<file path="src/design/la_pkg.sv">
// ----------------------------------------------------------------------------
// la_pkg
// Shared definitions for the logic analyser: ICB widths, register map
// offsets, divider width and per-channel trigger mode codes.
// ----------------------------------------------------------------------------
`default_nettype none

package la_pkg;

  // icb bus widths
  localparam int LA_ADDR_W = 32;
  localparam int LA_DATA_W = 32;

  // offset bits decoded inside the 4 KB peripheral window
  localparam int LA_WIN_W = 12;

  // sample divider field width
  localparam int DIV_W = 8;

  // register map offsets
  localparam logic [LA_WIN_W-1:0] REG_CTRL       = 12'h000;
  localparam logic [LA_WIN_W-1:0] REG_TRIG_MODE  = 12'h004;
  localparam logic [LA_WIN_W-1:0] REG_TRIG_LOGIC = 12'h008;
  localparam logic [LA_WIN_W-1:0] REG_DIV        = 12'h00C;
  localparam logic [LA_WIN_W-1:0] REG_PRE        = 12'h010;
  localparam logic [LA_WIN_W-1:0] REG_STATUS     = 12'h014;
  localparam logic [LA_WIN_W-1:0] REG_START      = 12'h018;

  // capture buffer window, word k at BUF_BASE + 4k
  localparam logic [LA_WIN_W-1:0] BUF_BASE       = 12'h100;

  // status bit positions
  localparam int STAT_ARMED     = 0;
  localparam int STAT_DONE      = 1;
  localparam int STAT_TRIGGERED = 2;

  // per-channel trigger modes, two bits each in REG_TRIG_MODE
  typedef enum logic [1:0] {
    TRIG_OFF  = 2'd0,
    TRIG_HIGH = 2'd1,
    TRIG_RISE = 2'd2,
    TRIG_FALL = 2'd3
  } la_trig_mode_e;

endpackage

`default_nettype wire

</file>
<file path="src/design/la_capture_ctrl.sv">
// ----------------------------------------------------------------------------
// la_capture_ctrl
// Combines channel hits by AND or OR, stores samples into a circular
// buffer while armed, places the trigger after PRE samples and stops
// once DEPTH-PRE samples from the trigger on have been stored.
// ----------------------------------------------------------------------------
`timescale 1ns/1ps
`default_nettype none

module la_capture_ctrl #(
  parameter int NUM_CH = 8,
  parameter int DEPTH  = 64
) (
  input  wire                      sys_clk,
  input  wire                      sys_rst_n,
  input  wire                      i_arm,
  input  wire                      i_arm_start,
  input  wire                      i_tick,
  input  wire  [NUM_CH-1:0]        i_sample,
  input  wire  [NUM_CH-1:0]        i_hit,
  input  wire  [NUM_CH-1:0]        i_enabled,
  input  wire                      i_trig_logic,
  input  wire  [$clog2(DEPTH)-1:0] i_pre,
  input  wire  [$clog2(DEPTH)-1:0] i_buf_raddr,
  output logic [NUM_CH-1:0]        o_buf_rdata,
  output logic                     o_triggered,
  output logic                     o_done,
  output logic [$clog2(DEPTH)-1:0] o_start_idx,
  output logic                     o_finished
);

  localparam int AW = $clog2(DEPTH);

  logic [NUM_CH-1:0] mem [DEPTH];

  logic [AW-1:0] wr_ptr;
  logic [AW-1:0] pre_cnt;
  logic [AW:0]   post_cnt;
  logic [AW:0]   post_next;
  logic [AW:0]   post_target;
  logic          hit_and;
  logic          hit_or;
  logic          trig_hit;
  logic          pre_full;
  logic          store;
  logic          trig_now;
  logic          last_store;

  // and needs at least one enabled channel
  assign hit_and  = (&(i_hit | ~i_enabled)) & (|i_enabled);
  assign hit_or   = |(i_hit & i_enabled);
  assign trig_hit = i_trig_logic ? hit_or : hit_and;

  assign pre_full    = (pre_cnt == i_pre);
  assign store       = i_arm & i_tick & ~o_done & ~i_arm_start;
  assign trig_now    = store & ~o_triggered & pre_full & trig_hit;
  assign post_target = (AW + 1)'(DEPTH) - {1'b0, i_pre};

  // trigger sample counts as the first post sample
  assign post_next  = o_triggered ? post_cnt + 1'b1 : (AW + 1)'(1);
  assign last_store = store & (o_triggered | trig_now) & (post_next == post_target);

  always_ff @(posedge sys_clk) begin
    if (!sys_rst_n) begin
      wr_ptr      <= '0;
      pre_cnt     <= '0;
      post_cnt    <= '0;
      o_triggered <= 1'b0;
      o_done      <= 1'b0;
      o_start_idx <= '0;
      o_finished  <= 1'b0;
    end else begin
      o_finished <= last_store;
      if (i_arm_start) begin
        wr_ptr      <= '0;
        pre_cnt     <= '0;
        post_cnt    <= '0;
        o_triggered <= 1'b0;
        o_done      <= 1'b0;
      end else if (store) begin
        wr_ptr <= wr_ptr + 1'b1;
        if (!o_triggered && !pre_full) begin
          pre_cnt <= pre_cnt + 1'b1;
        end
        if (trig_now) begin
          o_triggered <= 1'b1;
          // oldest pre-trigger sample, wraps modulo DEPTH
          o_start_idx <= wr_ptr - i_pre;
        end
        if (o_triggered || trig_now) begin
          post_cnt <= post_next;
        end
        if (last_store) begin
          o_done <= 1'b1;
        end
      end
    end
  end

  // sample memory
  always_ff @(posedge sys_clk) begin
    if (store) begin
      mem[wr_ptr] <= i_sample;
    end
  end

  // read port is registered by the register block
  assign o_buf_rdata = mem[i_buf_raddr];

endmodule

`default_nettype wire

</file>
<file path="src/design/la_chan_trig.sv">
// ----------------------------------------------------------------------------
// la_chan_trig
// Per-channel trigger judge. Compares the current and previous sample
// bit against the channel's mode: level high, rising or falling edge.
// ----------------------------------------------------------------------------
`timescale 1ns/1ps
`default_nettype none

module la_chan_trig (
  input  la_pkg::la_trig_mode_e i_mode,
  input  wire                   i_cur,
  input  wire                   i_prev,
  output logic                  o_enabled,
  output logic                  o_hit
);

  import la_pkg::*;

  logic rise;
  logic fall;

  // edges across two consecutive samples
  assign rise = i_cur & ~i_prev;
  assign fall = ~i_cur & i_prev;

  // lets the combiner skip channels that are off
  assign o_enabled = (i_mode != TRIG_OFF);

  always_comb begin
    case (i_mode)
      TRIG_HIGH: o_hit = i_cur;
      TRIG_RISE: o_hit = rise;
      TRIG_FALL: o_hit = fall;
      default:   o_hit = 1'b0;
    endcase
  end

endmodule

`default_nettype wire

</file>
<file path="src/design/la_regs.sv">
// ----------------------------------------------------------------------------
// la_regs
// ICB slave register block for the logic analyser. Holds arm, trigger
// modes, combine rule, divider and pre-trigger count; returns status, the
// start index and captured buffer words. Arm clears itself when done.
// ----------------------------------------------------------------------------
`timescale 1ns/1ps
`default_nettype none

module la_regs #(
  parameter int NUM_CH = 8,
  parameter int DEPTH  = 64
) (
  input  wire                          sys_clk,
  input  wire                          sys_rst_n,
  // icb command
  input  wire                          i_icb_cmd_valid,
  output logic                         o_icb_cmd_ready,
  input  wire  [la_pkg::LA_ADDR_W-1:0] i_icb_cmd_addr,
  input  wire                          i_icb_cmd_read,
  input  wire  [la_pkg::LA_DATA_W-1:0] i_icb_cmd_wdata,
  // icb response
  output logic                         o_icb_rsp_valid,
  input  wire                          i_icb_rsp_ready,
  output logic                         o_icb_rsp_err,
  output logic [la_pkg::LA_DATA_W-1:0] o_icb_rsp_rdata,
  // capture side
  input  wire                          i_finished,
  input  wire                          i_triggered,
  input  wire                          i_done,
  input  wire  [$clog2(DEPTH)-1:0]     i_start_idx,
  input  wire  [NUM_CH-1:0]            i_buf_rdata,
  // control levels
  output logic                         o_arm,
  output logic                         o_arm_start,
  output logic [2*NUM_CH-1:0]          o_trig_mode,
  output logic                         o_trig_logic,
  output logic [la_pkg::DIV_W-1:0]     o_div,
  output logic [$clog2(DEPTH)-1:0]     o_pre,
  output logic [$clog2(DEPTH)-1:0]     o_buf_raddr
);

  import la_pkg::*;

  localparam int AW = $clog2(DEPTH);

  logic [LA_WIN_W-1:0]  off;
  logic [LA_WIN_W-1:0]  buf_off;
  logic                 is_buf;
  logic                 is_reg;
  logic                 cmd_hsk;
  logic                 wr_en;
  logic [LA_DATA_W-1:0] rd_word;

  assign off     = i_icb_cmd_addr[LA_WIN_W-1:0];
  assign buf_off = off - BUF_BASE;

  // buffer window spans DEPTH aligned words from BUF_BASE
  assign is_buf = (off >= BUF_BASE) && (buf_off < LA_WIN_W'(4 * DEPTH)) &&
                  (off[1:0] == 2'b00);
  assign is_reg = (off == REG_CTRL) || (off == REG_TRIG_MODE) ||
                  (off == REG_TRIG_LOGIC) || (off == REG_DIV) ||
                  (off == REG_PRE) || (off == REG_STATUS) || (off == REG_START);

  assign o_buf_raddr = buf_off[2 +: AW];

  // one response outstanding at a time
  assign o_icb_cmd_ready = ~o_icb_rsp_valid;
  assign cmd_hsk         = i_icb_cmd_valid & o_icb_cmd_ready;
  assign wr_en           = cmd_hsk & ~i_icb_cmd_read;

  // control registers, cpu write beats the self-clear
  always_ff @(posedge sys_clk) begin
    if (!sys_rst_n) begin
      o_arm        <= 1'b0;
      o_arm_start  <= 1'b0;
      o_trig_mode  <= '0;
      o_trig_logic <= 1'b0;
      o_div        <= '0;
      o_pre        <= '0;
    end else begin
      o_arm_start <= 1'b0;
      if (wr_en && off == REG_CTRL) begin
        o_arm       <= i_icb_cmd_wdata[0];
        o_arm_start <= i_icb_cmd_wdata[0];
      end else if (i_finished) begin
        o_arm <= 1'b0;
      end
      if (wr_en) begin
        case (off)
          REG_TRIG_MODE:  o_trig_mode  <= i_icb_cmd_wdata[2*NUM_CH-1:0];
          REG_TRIG_LOGIC: o_trig_logic <= i_icb_cmd_wdata[0];
          REG_DIV:        o_div        <= i_icb_cmd_wdata[DIV_W-1:0];
          REG_PRE:        o_pre        <= i_icb_cmd_wdata[AW-1:0];
          default: ;
        endcase
      end
    end
  end

  // readback mux, buffer word comes straight from memory
  always_comb begin
    rd_word = '0;
    case (off)
      REG_CTRL:       rd_word[0]             = o_arm;
      REG_TRIG_MODE:  rd_word[2*NUM_CH-1:0]  = o_trig_mode;
      REG_TRIG_LOGIC: rd_word[0]             = o_trig_logic;
      REG_DIV:        rd_word[DIV_W-1:0]     = o_div;
      REG_PRE:        rd_word[AW-1:0]        = o_pre;
      REG_STATUS: begin
        rd_word[STAT_ARMED]     = o_arm;
        rd_word[STAT_DONE]      = i_done;
        rd_word[STAT_TRIGGERED] = i_triggered;
      end
      REG_START:      rd_word[AW-1:0]        = i_start_idx;
      default: begin
        if (is_buf) begin
          rd_word[NUM_CH-1:0] = i_buf_rdata;
        end
      end
    endcase
  end

  // response valid holds until the master takes it
  always_ff @(posedge sys_clk) begin
    if (!sys_rst_n) begin
      o_icb_rsp_valid <= 1'b0;
      o_icb_rsp_err   <= 1'b0;
    end else if (cmd_hsk) begin
      o_icb_rsp_valid <= 1'b1;
      o_icb_rsp_err   <= ~(is_reg | is_buf);
    end else if (i_icb_rsp_ready) begin
      o_icb_rsp_valid <= 1'b0;
      o_icb_rsp_err   <= 1'b0;
    end
  end

  // read data captured at acceptance, zero for writes
  always_ff @(posedge sys_clk) begin
    if (cmd_hsk) begin
      o_icb_rsp_rdata <= i_icb_cmd_read ? rd_word : '0;
    end
  end

endmodule

`default_nettype wire

</file>
<file path="src/design/la_sample_tick.sv">
// ----------------------------------------------------------------------------
// la_sample_tick
// Free-running sample divider. Fires a tick every DIV+1 clocks and
// registers the probe vector together with the tick, keeping the
// previous sample for edge detection.
// ----------------------------------------------------------------------------
`timescale 1ns/1ps
`default_nettype none

module la_sample_tick #(
  parameter int NUM_CH = 8
) (
  input  wire                      sys_clk,
  input  wire                      sys_rst_n,
  input  wire  [la_pkg::DIV_W-1:0] i_div,
  input  wire  [NUM_CH-1:0]        i_probe,
  output logic                     o_tick,
  output logic [NUM_CH-1:0]        o_sample,
  output logic [NUM_CH-1:0]        o_prev_sample
);

  import la_pkg::*;

  logic [DIV_W-1:0] cnt;
  logic             cnt_zero;

  assign cnt_zero = (cnt == '0);

  // down-counter, reload on zero
  always_ff @(posedge sys_clk) begin
    if (!sys_rst_n) begin
      cnt    <= '0;
      o_tick <= 1'b0;
    end else begin
      o_tick <= cnt_zero;
      if (cnt_zero) begin
        cnt <= i_div;
      end else begin
        cnt <= cnt - 1'b1;
      end
    end
  end

  // sample and tick rise on the same edge
  always_ff @(posedge sys_clk) begin
    if (cnt_zero) begin
      o_prev_sample <= o_sample;
      o_sample      <= i_probe;
    end
  end

endmodule

`default_nettype wire

</file>
<file path="src/design/la_top.sv">
// ----------------------------------------------------------------------------
// la_top
// Logic analyser top level: ICB register block, sample tick generator,
// per-channel trigger cells and the capture controller.
// ----------------------------------------------------------------------------
`timescale 1ns/1ps
`default_nettype none

module la_top #(
  parameter int NUM_CH = 8,
  parameter int DEPTH  = 64
) (
  input  wire                          sys_clk,
  input  wire                          sys_rst_n,
  input  wire                          i_icb_cmd_valid,
  output logic                         o_icb_cmd_ready,
  input  wire  [la_pkg::LA_ADDR_W-1:0] i_icb_cmd_addr,
  input  wire                          i_icb_cmd_read,
  input  wire  [la_pkg::LA_DATA_W-1:0] i_icb_cmd_wdata,
  output logic                         o_icb_rsp_valid,
  input  wire                          i_icb_rsp_ready,
  output logic                         o_icb_rsp_err,
  output logic [la_pkg::LA_DATA_W-1:0] o_icb_rsp_rdata,
  input  wire  [NUM_CH-1:0]            i_probe
);

  import la_pkg::*;

  localparam int AW = $clog2(DEPTH);

  logic                arm;
  logic                arm_start;
  logic [2*NUM_CH-1:0] trig_mode;
  logic                trig_logic;
  logic [DIV_W-1:0]    div;
  logic [AW-1:0]       pre;
  logic [AW-1:0]       buf_raddr;
  logic [NUM_CH-1:0]   buf_rdata;
  logic                triggered;
  logic                done;
  logic [AW-1:0]       start_idx;
  logic                finished;
  logic                tick;
  logic [NUM_CH-1:0]   sample;
  logic [NUM_CH-1:0]   prev_sample;
  logic [NUM_CH-1:0]   hit;
  logic [NUM_CH-1:0]   enabled;

  la_regs #(
    .NUM_CH (NUM_CH),
    .DEPTH  (DEPTH)
  ) u_regs (
    .sys_clk         (sys_clk),
    .sys_rst_n       (sys_rst_n),
    .i_icb_cmd_valid (i_icb_cmd_valid),
    .o_icb_cmd_ready (o_icb_cmd_ready),
    .i_icb_cmd_addr  (i_icb_cmd_addr),
    .i_icb_cmd_read  (i_icb_cmd_read),
    .i_icb_cmd_wdata (i_icb_cmd_wdata),
    .o_icb_rsp_valid (o_icb_rsp_valid),
    .i_icb_rsp_ready (i_icb_rsp_ready),
    .o_icb_rsp_err   (o_icb_rsp_err),
    .o_icb_rsp_rdata (o_icb_rsp_rdata),
    .i_finished      (finished),
    .i_triggered     (triggered),
    .i_done          (done),
    .i_start_idx     (start_idx),
    .i_buf_rdata     (buf_rdata),
    .o_arm           (arm),
    .o_arm_start     (arm_start),
    .o_trig_mode     (trig_mode),
    .o_trig_logic    (trig_logic),
    .o_div           (div),
    .o_pre           (pre),
    .o_buf_raddr     (buf_raddr)
  );

  la_sample_tick #(
    .NUM_CH (NUM_CH)
  ) u_sample_tick (
    .sys_clk       (sys_clk),
    .sys_rst_n     (sys_rst_n),
    .i_div         (div),
    .i_probe       (i_probe),
    .o_tick        (tick),
    .o_sample      (sample),
    .o_prev_sample (prev_sample)
  );

  // one trigger cell per probe channel
  for (genvar g = 0; g < NUM_CH; g++) begin : g_chan
    la_chan_trig u_chan_trig (
      .i_mode    (la_trig_mode_e'(trig_mode[2*g +: 2])),
      .i_cur     (sample[g]),
      .i_prev    (prev_sample[g]),
      .o_enabled (enabled[g]),
      .o_hit     (hit[g])
    );
  end

  la_capture_ctrl #(
    .NUM_CH (NUM_CH),
    .DEPTH  (DEPTH)
  ) u_capture_ctrl (
    .sys_clk      (sys_clk),
    .sys_rst_n    (sys_rst_n),
    .i_arm        (arm),
    .i_arm_start  (arm_start),
    .i_tick       (tick),
    .i_sample     (sample),
    .i_hit        (hit),
    .i_enabled    (enabled),
    .i_trig_logic (trig_logic),
    .i_pre        (pre),
    .i_buf_raddr  (buf_raddr),
    .o_buf_rdata  (buf_rdata),
    .o_triggered  (triggered),
    .o_done       (done),
    .o_start_idx  (start_idx),
    .o_finished   (finished)
  );

endmodule

`default_nettype wire

</file>
<file path="config.mk">
export PLATFORM = sky130hd
export DESIGN_NAME = la_top
export DESIGN_NICKNAME = d
export VERILOG_FILES = /design/src/design/la_pkg.sv /design/src/design/la_capture_ctrl.sv /design/src/design/la_chan_trig.sv /design/src/design/la_regs.sv /design/src/design/la_sample_tick.sv /design/src/design/la_top.sv
export SDC_FILE = /design/constraint.sdc
export NUM_CORES = 1
export LEC_CHECK = 0
export BUFFER_PORTS_ARGS = -buffer_cell sky130_fd_sc_hd__buf_2
export CAP_MARGIN = 30
export CORE_UTILIZATION = 60
export CTS_BUF_LIST = sky130_fd_sc_hd__clkbuf_8
export DETAILED_ROUTE_END_ITERATION = 7
export HOLD_SLACK_MARGIN = 0.08
export PLACE_DENSITY = 0.78
export SLEW_MARGIN = 20
export SYNTH_ARGS = -nofsm -noshare
export SYNTH_HDL_FRONTEND = slang
export SYNTH_SLANG_ARGS = --single-unit
</file>
<file path="constraint.sdc">
create_clock -name sys_clk -period 3.35 [get_ports sys_clk]
set_input_delay 0.1675 -clock sys_clk [delete_from_list [all_inputs] [get_ports sys_clk]]
set_output_delay 0.1675 -clock sys_clk [all_outputs]
set_load 0.01 [all_outputs]
</file>
==> results.ini, run 1 <==
[critical_path]
crit_fanout=6
critPathRequiredTime_ns=3.91
crit_slowest_cell=edfxtp_1
cpPeakStageDelay_ns=0.45
path_buf_inv=0
path_cells=nor2b_1, a221o_1, a221oi_1, nand4_1, and2_0, and3_1, a31o_2
start_kind=flop
crit_path_end_kind=flop
worst_ep_arrival_time_ns=3.22
crit_family=simple AND/OR/NAND/NOR gates
worstSetupPathType=reg -> reg

[pwr]
ir_drop_mv=0.377
p_total_mw=16.3
power_density_mw_per_mm2=564
p_leak_nw=9.85

[finish]
final_core_util_pct=69.0
drive_gt1_share_pct=26.3
finish.net_count=1748
diodes=0
synthToLayoutAreaGrowth_pct=13.7

[timing]
setup_tns_ns=0
grt_setup_unrepaired=no
fin_crit_ns=2.65
setup_viol=0
hold_viol_final=0
finClkSkew_ns=0.0224
min_period_over_period_pct=79.2
slew_headroom_pct=41.6
drv_slew=0
worst_pin_slew_ns=0.853
max_freq_mhz=377

[floorplanning]
die_h_um=208
core_sq_mm=0.0419
initial_core_util_pct=60.7
top_level_ports=112
die-area_sq_mm=0.0432
fp.dieW_um=208
rows=75

[place]
dp_hpwl_um=36800
place_congestion=1.00
portBuffers=59

[detailed_routing]
drtIter0Drc=1735
via_per_inst=6.30
routed_wl_um=57700
ant_nets=0
post_drt_wl_per_cell_um=25.3
drc=0
drtPass1Iterations=5
route.vias.total=14400

[global_routing]
overflow=0
grt_pass1_vias=14500
grt_max_degree=66
top_usage_layer=met2
antenna_found_initial=1
grtUsageMet3_pct=5.26
grt_first_pass_wirelength_um=86600
grt_usage_pct=27.3
use_met2_pct=44.3
grtUsageMet1_pct=36.2

[logic_synthesis]
synth_cells=1448
synth_warnings=0
synth_enable_flop_cells=544
ys.flop_type=edfxtp_1
syn_area_sq_mm=0.0254
yosysSeqAreaShare_pct=70.0
ys_types=75
ys_ff_latch=616
synth_area_per_cell_sq_um=17.5
ys_async_sr_fraction_pct=0

[cts]
cts_made_buffers=94
cts_tree=yes
post_cts_buffers=0
htree_levels=3
clock_path_buffers=3
clock-root-buffer=clkbuf_8
clock_latency_ns=0.69
clkTransAtPathRegs_ns=0.07
clkSinkCount=616

[worst_hold_path]
worst_hold_path_type=in -> reg

[flow_run]
maxCapViolCount=0

[run_status]
status=completed

-- routing by layer --
layer / share of wire, % / wire (um)
met5: 0 / 0
met4: 4.3 / 2500
met3: 8.3 / 4760
met2: 49 / 28100
met1: 39 / 22300
-- cells by family (layout without fill, tap and decap cells) --
family,after synthesis,in the layout,synth area share [%]
AOI/OAI and AO/OA,126,126,3.34
xor gates and xnor gates,32,32,1.16
adders and majority gates,11,11,0.571
buffers and inverters,119,393,2.15
DFF,616,616,70.0
muxes,219,219,16.0
other,1,16,0.0148
and+or+nand+nor,324,324,6.77
-- placed cells by master, fill, tap and decap left out, drive strengths merged, types with 11 or more instances in the layout --
cell type and n:
nand4 12, nor2b 42, edfxtp 544, mux2 15
clkbuf 101, mux2i 55, mux4 149, nor2 97
o21ai 27, nand2b 14, xnor2 20, buf 163
clkinv 30, a21oi 33, and3 15, xor2 11
inv 65, nand3 19, conb 16, dfxtp 72
dlygate4sd3 32, nand2 59
-- area by class of cell --
class | count | area [sq um]
clock buffer | 101 | 1390
clock inverter | 72 | 315
fill | 2602 | 13000
inverter | 25 | 93.8
multi-input combinational | 728 | 7140
sequential | 616 | 17800
tap | 539 | 674
timing repair buffer | 195 | 1490
-- state kept, by name (all words and copies together), names as in the netlist, 6 cells and up --
name	flops
u_capture_ctrl.mem	512
u_regs.o_icb_rsp_rdata	16
u_regs.o_trig_mode	16
u_regs.o_div	8
u_sample_tick.cnt	8
u_sample_tick.o_prev_sample	8
u_sample_tick.o_sample	8
u_capture_ctrl.post_cnt	7
u_capture_ctrl.o_start_idx	6
u_capture_ctrl.pre_cnt	6
u_capture_ctrl.wr_ptr	6
u_regs.o_pre	6
-- final timing paths --
kind / start / end / slack [ns] / depth (start not counted)
max reg2reg: u_sample_tick.o_sample[3] / u_capture_ctrl.o_start_idx[5] / 0.70 / 7
min: sys_rst_n / u_sample_tick.cnt[0] / 0.13 / 3
max: u_sample_tick.o_sample[3] / u_capture_ctrl.o_start_idx[5] / 0.70 / 7
min reg2reg: u_capture_ctrl.o_start_idx[2] / u_capture_ctrl.o_start_idx[2] / 0.46 / 2
-- power by group --
group	internal, mW	leakage, nW	switching [mW]
clock network	2.79	1.01	2.81
registers	9.03	5.49	0.115
logic	0.485	3.35	1.06
total	12.3	9.85	3.98
-- per-stage QoR --
stage | area (sq um) | std cells | hold WS, ns | worst slack, ns
finish | 28900 | 2276 | 0.130 | 0.695
global route | 28900 | 2276 | 0.124 | 0.661
CTS | 28900 | 2276 | 0.0982 | 0.752
detailed placement | 26900 | 2071 | 0.346 | 0.506
global placement | 26900 | 2071 | 0.346 | 0.520
floorplan | 25500 | 1463 | 0.266 | 0.520
-- synth_stat cells (all sizes together), types with 11 or more instances --
cell type / count / share of area, %
nand2: 59 / 0.87
nand4: 12 / 0.30
a21oi: 33 / 0.65
mux2i: 55 / 2.2
xor2: 11 / 0.38
mux4: 149 / 13
nand2b: 14 / 0.34
xnor2: 20 / 0.69
and3: 15 / 0.37
buf: 49 / 1.1
mux2: 15 / 0.66
o21ai: 27 / 0.53
clkbuf: 45 / 0.66
dfxtp: 72 / 5.7
edfxtp: 544 / 64
nand3: 19 / 0.39
nor2b: 42 / 1.0
inv: 24 / 0.35
nor2: 97 / 1.4
-- worst reg2reg max path: cells and delay by family, from the launching register on --
kind | cells | cell delay (ns)
and+or+nand+nor | 4 | 1.20
DFF | 1 | 0.45
AOI/OAI and AO/OA | 3 | 0.91
-- what timing repair did --
item,4_1_cts,5_1_grt
resized for setup,0,0
hold buffers,32,0
hold endpoints to repair,55,0
No activity file was read; power rests on OpenSTA's default activity.
==> run 2, diff against run 1 <==
--- a/config.mk
+++ b/config.mk
@@ -7,11 +7,11 @@
 export LEC_CHECK = 0
 export BUFFER_PORTS_ARGS = -buffer_cell sky130_fd_sc_hd__buf_2
 export CAP_MARGIN = 30
-export CORE_UTILIZATION = 60
+export CORE_UTILIZATION = 58
 export CTS_BUF_LIST = sky130_fd_sc_hd__clkbuf_8
 export DETAILED_ROUTE_END_ITERATION = 7
 export HOLD_SLACK_MARGIN = 0.08
-export PLACE_DENSITY = 0.78
+export PLACE_DENSITY = 0.79
 export SLEW_MARGIN = 20
 export SYNTH_ARGS = -nofsm -noshare
 export SYNTH_HDL_FRONTEND = slang
==> constraint.sdc (replaced) <==
create_clock -name sys_clk -period 2.17 [get_ports sys_clk]
set_input_delay 0.1085 -clock sys_clk [delete_from_list [all_inputs] [get_ports sys_clk]]
set_output_delay 0.1085 -clock sys_clk [all_outputs]
set_load 0.01 [all_outputs]
==> results.ini, run 2 (same netlist as run 1, synthesis figures left out) <==
[run_status]
status=complete, but fails checks
failed_checks=negative setup slack

[cts]
htree_levels=3
clock-root-buffer=clkbuf_8
clkSinkCount=616
cts_made_buffers=94
cts_tree=yes
clock_latency_ns=0.68
clock_path_buffers=3
clkTransAtPathRegs_ns=0.06

[finish]
finish.net_count=1871
drive_gt1_share_pct=32.4
fill_cells=2629
top_register=u_capture_ctrl.mem
layout_common_cells=edfxtp_1 (544), buf_4 (204), mux4_2 (149), clkbuf_8 (98), nor2_1 (97)
synthToLayoutAreaGrowth_pct=18.9
top_regs=u_capture_ctrl.mem (512), u_regs.o_icb_rsp_rdata (16), u_regs.o_trig_mode (16)
final_common_cell=edfxtp_1
diodes=0
largest_reg_flops=512

[critical_path]
start_kind=flop
worstSetupPathType=reg -> reg
path_cells=mux4_2, mux4_2, mux2_4, o22ai_4, o22ai_1
crit_slowest_cell=mux4_2
crit_path_end_kind=flop
cpPeakStageDelay_ns=0.54
crit_path_frequent_cell=mux4_2
worst_ep_arrival_time_ns=2.68
crit_fanout=1
critPathRequiredTime_ns=2.56

[global_routing]
grt_pass1_vias=15000
grt_usage_pct=27.4
antenna_found_initial=1
grtUsageMet1_pct=36.0
use_met2_pct=43.3
grt_max_degree=66
grt_first_pass_wirelength_um=88800
top_usage_layer=met2
overflow=0
grtUsageMet3_pct=6.32

[floorplanning]
rows=76
top_level_ports=112
die_h_um=211
core_sq_mm=0.0432
die-area_sq_mm=0.0446
initial_core_util_pct=58.9
fp.dieW_um=211

[place]
dp_hpwl_um=38900
dpl_worst_slack_ns=-0.357
place_congestion=0.918
portBuffers=59

[worst_hold_path]
worst_hold_path_type=in -> reg

[timing]
slew_headroom_pct=51.3
whs_ns=0.154
min_period_over_period_pct=106
worst_pin_slew_ns=0.731
finClkSkew_ns=0.0339
setup_slack_ns=-0.120
max_freq_mhz=437
drv_slew=0
grt_setup_unrepaired=yes
hold_viol_final=0
setup_viol=5
fin_crit_ns=2.29

[detailed_routing]
routed_wl_um=60300
route.vias.total=14900
drc=0
ant_nets=0
via_per_inst=6.07
drtPass1Iterations=6
drtIter0Drc=1469
post_drt_wl_per_cell_um=24.6

[pwr]
p_clk_share_pct=33.6
p_leak_nw=10.6
pwr-share-seq_pct=55.6
internal_power_mw=19.1
ir_drop_mv=0.502
swShare_pct=24.9
p_comb_share_pct=10.8
power_density_mw_per_mm2=840
power.switching_mw=6.31

[flow_run]
maxCapViolCount=0

## run 2: cell types whose count changed in the layout (fill, tap and decap cells not counted), sizes merged
cell | previous run | this run
buf | 163 | 279
clkbuf | 101 | 99
clkinv | 30 | 32
dlygate4sd3 | 32 | 38
inv | 65 | 67
## run 2: critical path, delay by kind of cell, from the launching register on
kind           cells  cell delay [ns]
flip-flops         1             0.42
AO/OA/AOI/OAI      2             0.26
multiplexers       3             1.32
## run 2: metal layers
metal	vias up	part of all wire [%]
li1	6422	-
met1	7514	38
met2	760	48
met3	157	8.8
met4	2	4.6
met5	-	0.022
## run 2: repair_timing
item | CTS | global route
endpoints found under the hold margin | 65 | 0
hold buffers | 39 | 0
buffers inserted | 2 | 13
setup endpoints to repair | 9 | 30
pin swaps | 3 | 7
gates resized for setup | 13 | 26
gates cloned | 0 | 1
## run 2: area by class of cell
| class | instances | area, sq um | area share [%] |
|---|---|---|---|
| well taps | 585 | 732 | 2.42 |
| flip-flops and latches | 616 | 17800 | 58.8 |
| inverters | 25 | 93.8 | 0.310 |
| multi-input cells | 728 | 7340 | 24.3 |
| clock inverters | 76 | 317 | 1.05 |
| repair buffers | 318 | 2610 | 8.64 |
| clock buffers | 98 | 1350 | 4.46 |
## run 2: power groups by stage
stage               Sequential [mW]  Combinational [mW]  Clock, mW
floorplan                      14.7                1.07          0
global placement               14.3                2.46          0
detailed placement             14.4                2.59          0
CTS                            14.1                2.67       8.68
global route                   14.1                2.90       9.19
finish                         14.1                2.74       8.54
## run 2: final timing paths
| path | startpoint | endpoint | slack, ns | cells past startpoint |
|---|---|---|---|---|
| min | i_probe[1] | u_sample_tick.o_sample[1] | 0.15 | 2 |
| min reg2reg | u_capture_ctrl.o_start_idx[3] | u_capture_ctrl.o_start_idx[3] | 0.46 | 2 |
| max | u_capture_ctrl.mem[35][6] | u_regs.o_icb_rsp_rdata[6] | -0.12 | 5 |
| max reg2reg | u_capture_ctrl.mem[35][6] | u_regs.o_icb_rsp_rdata[6] | -0.12 | 5 |
## run 2: metrics by stage
stage	power (mW)	setup TNS, ns	std cells	area (sq um)	utilization (%)
floorplan	15.8	-7.93	1463	25600	-
global placement	16.8	-4.87	2220	27900	64.6
detailed placement	16.9	-5.70	2220	27900	64.6
CTS	25.4	-0.366	2435	30000	69.5
global route	26.2	-0.620	2446	30200	70.0
finish	25.4	-0.380	2446	30200	70.0
==> run 3, diff against run 2 <==
--- a/config.mk
+++ b/config.mk
@@ -7,11 +7,13 @@
 export LEC_CHECK = 0
 export BUFFER_PORTS_ARGS = -buffer_cell sky130_fd_sc_hd__buf_2
 export CAP_MARGIN = 30
-export CORE_UTILIZATION = 58
+export CELL_PAD_IN_SITES_DETAIL_PLACEMENT = 1
+export CELL_PAD_IN_SITES_GLOBAL_PLACEMENT = 1
+export CORE_UTILIZATION = 50
 export CTS_BUF_LIST = sky130_fd_sc_hd__clkbuf_8
 export DETAILED_ROUTE_END_ITERATION = 7
 export HOLD_SLACK_MARGIN = 0.08
-export PLACE_DENSITY = 0.79
+export PLACE_DENSITY_LB_ADDON = 0.1
 export SLEW_MARGIN = 20
 export SYNTH_ARGS = -nofsm -noshare
 export SYNTH_HDL_FRONTEND = slang
==> results.ini, run 3 (same netlist as run 1, synthesis figures left out) <==
[cts]
clock_path_buffers=3
clkSinkCount=616
cts_made_buffers=101
clock-root-buffer=clkbuf_8
cts_tree=yes
htree_levels=3
clock_latency_ns=0.72
clkTransAtPathRegs_ns=0.06

[critical_path]
reg2regPathDepth=8
crit_path_end_kind=flop
cpPeakStageDelay_ns=0.59
rr_endpoint=u_capture_ctrl.post_cnt[5]
crit_fanout=7
crit_slowest_cell=or4b_4
worst_ep_arrival_time_ns=2.83
path_buf_inv=2
critPathRequiredTime_ns=2.74
r2r-start=u_sample_tick.o_sample[4]
worstSetupPathType=reg -> reg
reg2reg_slack_ns=-0.09
crit_family=simple AND/OR/NAND/NOR gates
start_kind=flop
path_cells=buf_6, and4b_1, o32a_1, nand4_1, buf_4, or4b_4, nand3_2, a21oi_2

[pwr]
power_density_mw_per_mm2=848
p_leak_nw=10.8
ir_drop_mv=0.503

[global_routing]
antenna_found_initial=1
grt_first_pass_wirelength_um=101000
grt_pass1_vias=15800
grt_max_degree=66
overflow=0
grt_usage_pct=27.3

[worst_hold_path]
min-delay-start=i_probe[5]
worst_hold_path_type=in -> reg
holdPathEnd=u_sample_tick.o_sample[5]
whs_path_depth=2

[finish]
top_register=u_capture_ctrl.mem
final_common_cell=edfxtp_1
top_regs=u_capture_ctrl.mem (512), u_regs.o_icb_rsp_rdata (16), u_regs.o_trig_mode (16)
stdcell_count=2566
multi_input_area_sq_mm=0.00739
largest_reg_flops=512
synthToLayoutAreaGrowth_pct=20.9
finish.net_count=1909
fill_cells=4489
layout_common_cells=edfxtp_1 (544), buf_4 (229), mux4_2 (149), clkbuf_8 (104), nor2_1 (97)
drive_gt1_share_pct=34.5
seq_area_sq_mm=0.0178

[place]
place_congestion=0.852
dp_hpwl_um=45500
dp.cells=2337
portBuffers=59

[floorplanning]
top_level_ports=112
rows=82
die_h_um=227
core_sq_mm=0.0502
initial_core_util_pct=50.6
die-area_sq_mm=0.0517
fp.dieW_um=227

[timing]
grt_setup_unrepaired=yes
finClkSkew_ns=0.0395
worst_pin_slew_ns=0.802
setup_slack_ns=-0.0900
fin_crit_ns=2.26
min_period_over_period_pct=104
slew_headroom_pct=46.5
max_freq_mhz=442
drv_slew=0
hold_viol_final=0
setup_viol=11
whs_ns=0.134

[detailed_routing]
routed_wl_um=68900
via_per_inst=5.79
post_drt_wl_per_cell_um=26.9
drtIter0Drc=1286
ant_nets=0
drtPass1Iterations=5
drc=0
route.vias.total=14900

[run_status]
status=complete, but fails checks
failed_checks=negative setup slack

[flow_run]
maxCapViolCount=0

run 3: layout make-up:
cell class                      count  area share [%]
Sequential cell                   616            57.9
Multi-Input combinational cell    728            24.1
Timing Repair Buffer              349            9.25
Clock buffer                      104            4.66
Tap cell                          672            2.74
Clock inverter                     71            1.12
Inverter                           25           0.305
Antenna cell                        1         0.00814
run 3: through the flow:
| stage | TNS (ns) | setup slack [ns] | utilization [%] | instance area (sq um) | power [mW] |
|---|---|---|---|---|---|
| floorplan | -7.93 | -0.486 | - | 25600 | 15.8 |
| global placement | -5.92 | -0.267 | 56.2 | 28200 | 16.9 |
| detailed placement | -7.42 | -0.262 | 56.2 | 28200 | 17.0 |
| CTS | -0.156 | -0.0631 | 60.8 | 30500 | 26.2 |
| global route | -1.47 | -0.143 | 61.2 | 30700 | 26.9 |
| finish | -0.651 | -0.0900 | 61.3 | 30700 | 26.1 |
run 3: power breakdown:
group	internal (mW)	leakage, nW	switching (mW)
clock network	4.55	1.06	4.59
logic	1.00	4.23	1.81
registers	13.9	5.49	0.187
total	19.5	10.8	6.59
run 3: per-layer routing:
layer / global-route usage, % / vias up / wire length, um
met4: 8.85 / 0 / 1750
met5: 0 / - / 0
li1: - / 6491 / -
met3: 5.03 / 97 / 3950
met1: 36.6 / 7792 / 28900
met2: 45.3 / 472 / 34300
run 3: worst register-to-register path: cells and delay by family (launching register included):
kind,cells,cell delay (ns)
simple gates,4,1.09
compound gates,2,0.22
flops,1,0.47
buf+inv,2,0.35
run 3: repair_timing:
action | 4_1_cts | 5_1_grt
endpoints found under the setup margin | 19 | 26
pin swaps | 5 | 19
cloned | 0 | 1
endpoints found under the hold margin | 87 | 0
hold buffers | 38 | 0
resized for setup | 21 | 32
setup buffers | 6 | 10
run 3: how the worst max path moves through the flow:
stage	start	end	slack [ns]	cells after the start
5_1_grt	u_sample_tick.o_sample[4]	u_capture_ctrl.post_cnt[5]	-0.14	8
3_3_place_gp	i_icb_cmd_addr[2]	u_regs.o_icb_rsp_rdata[3]	-0.27	11
6_report	u_sample_tick.o_sample[4]	u_capture_ctrl.post_cnt[5]	-0.09	8
2_1_floorplan	u_sample_tick.o_sample[7]	u_capture_ctrl.o_start_idx[5]	-0.49	8
3_5_place_dp	i_icb_cmd_addr[2]	u_regs.o_icb_rsp_rdata[1]	-0.26	9
4_1_cts	u_capture_ctrl.mem[35][6]	u_regs.o_icb_rsp_rdata[6]	-0.06	5
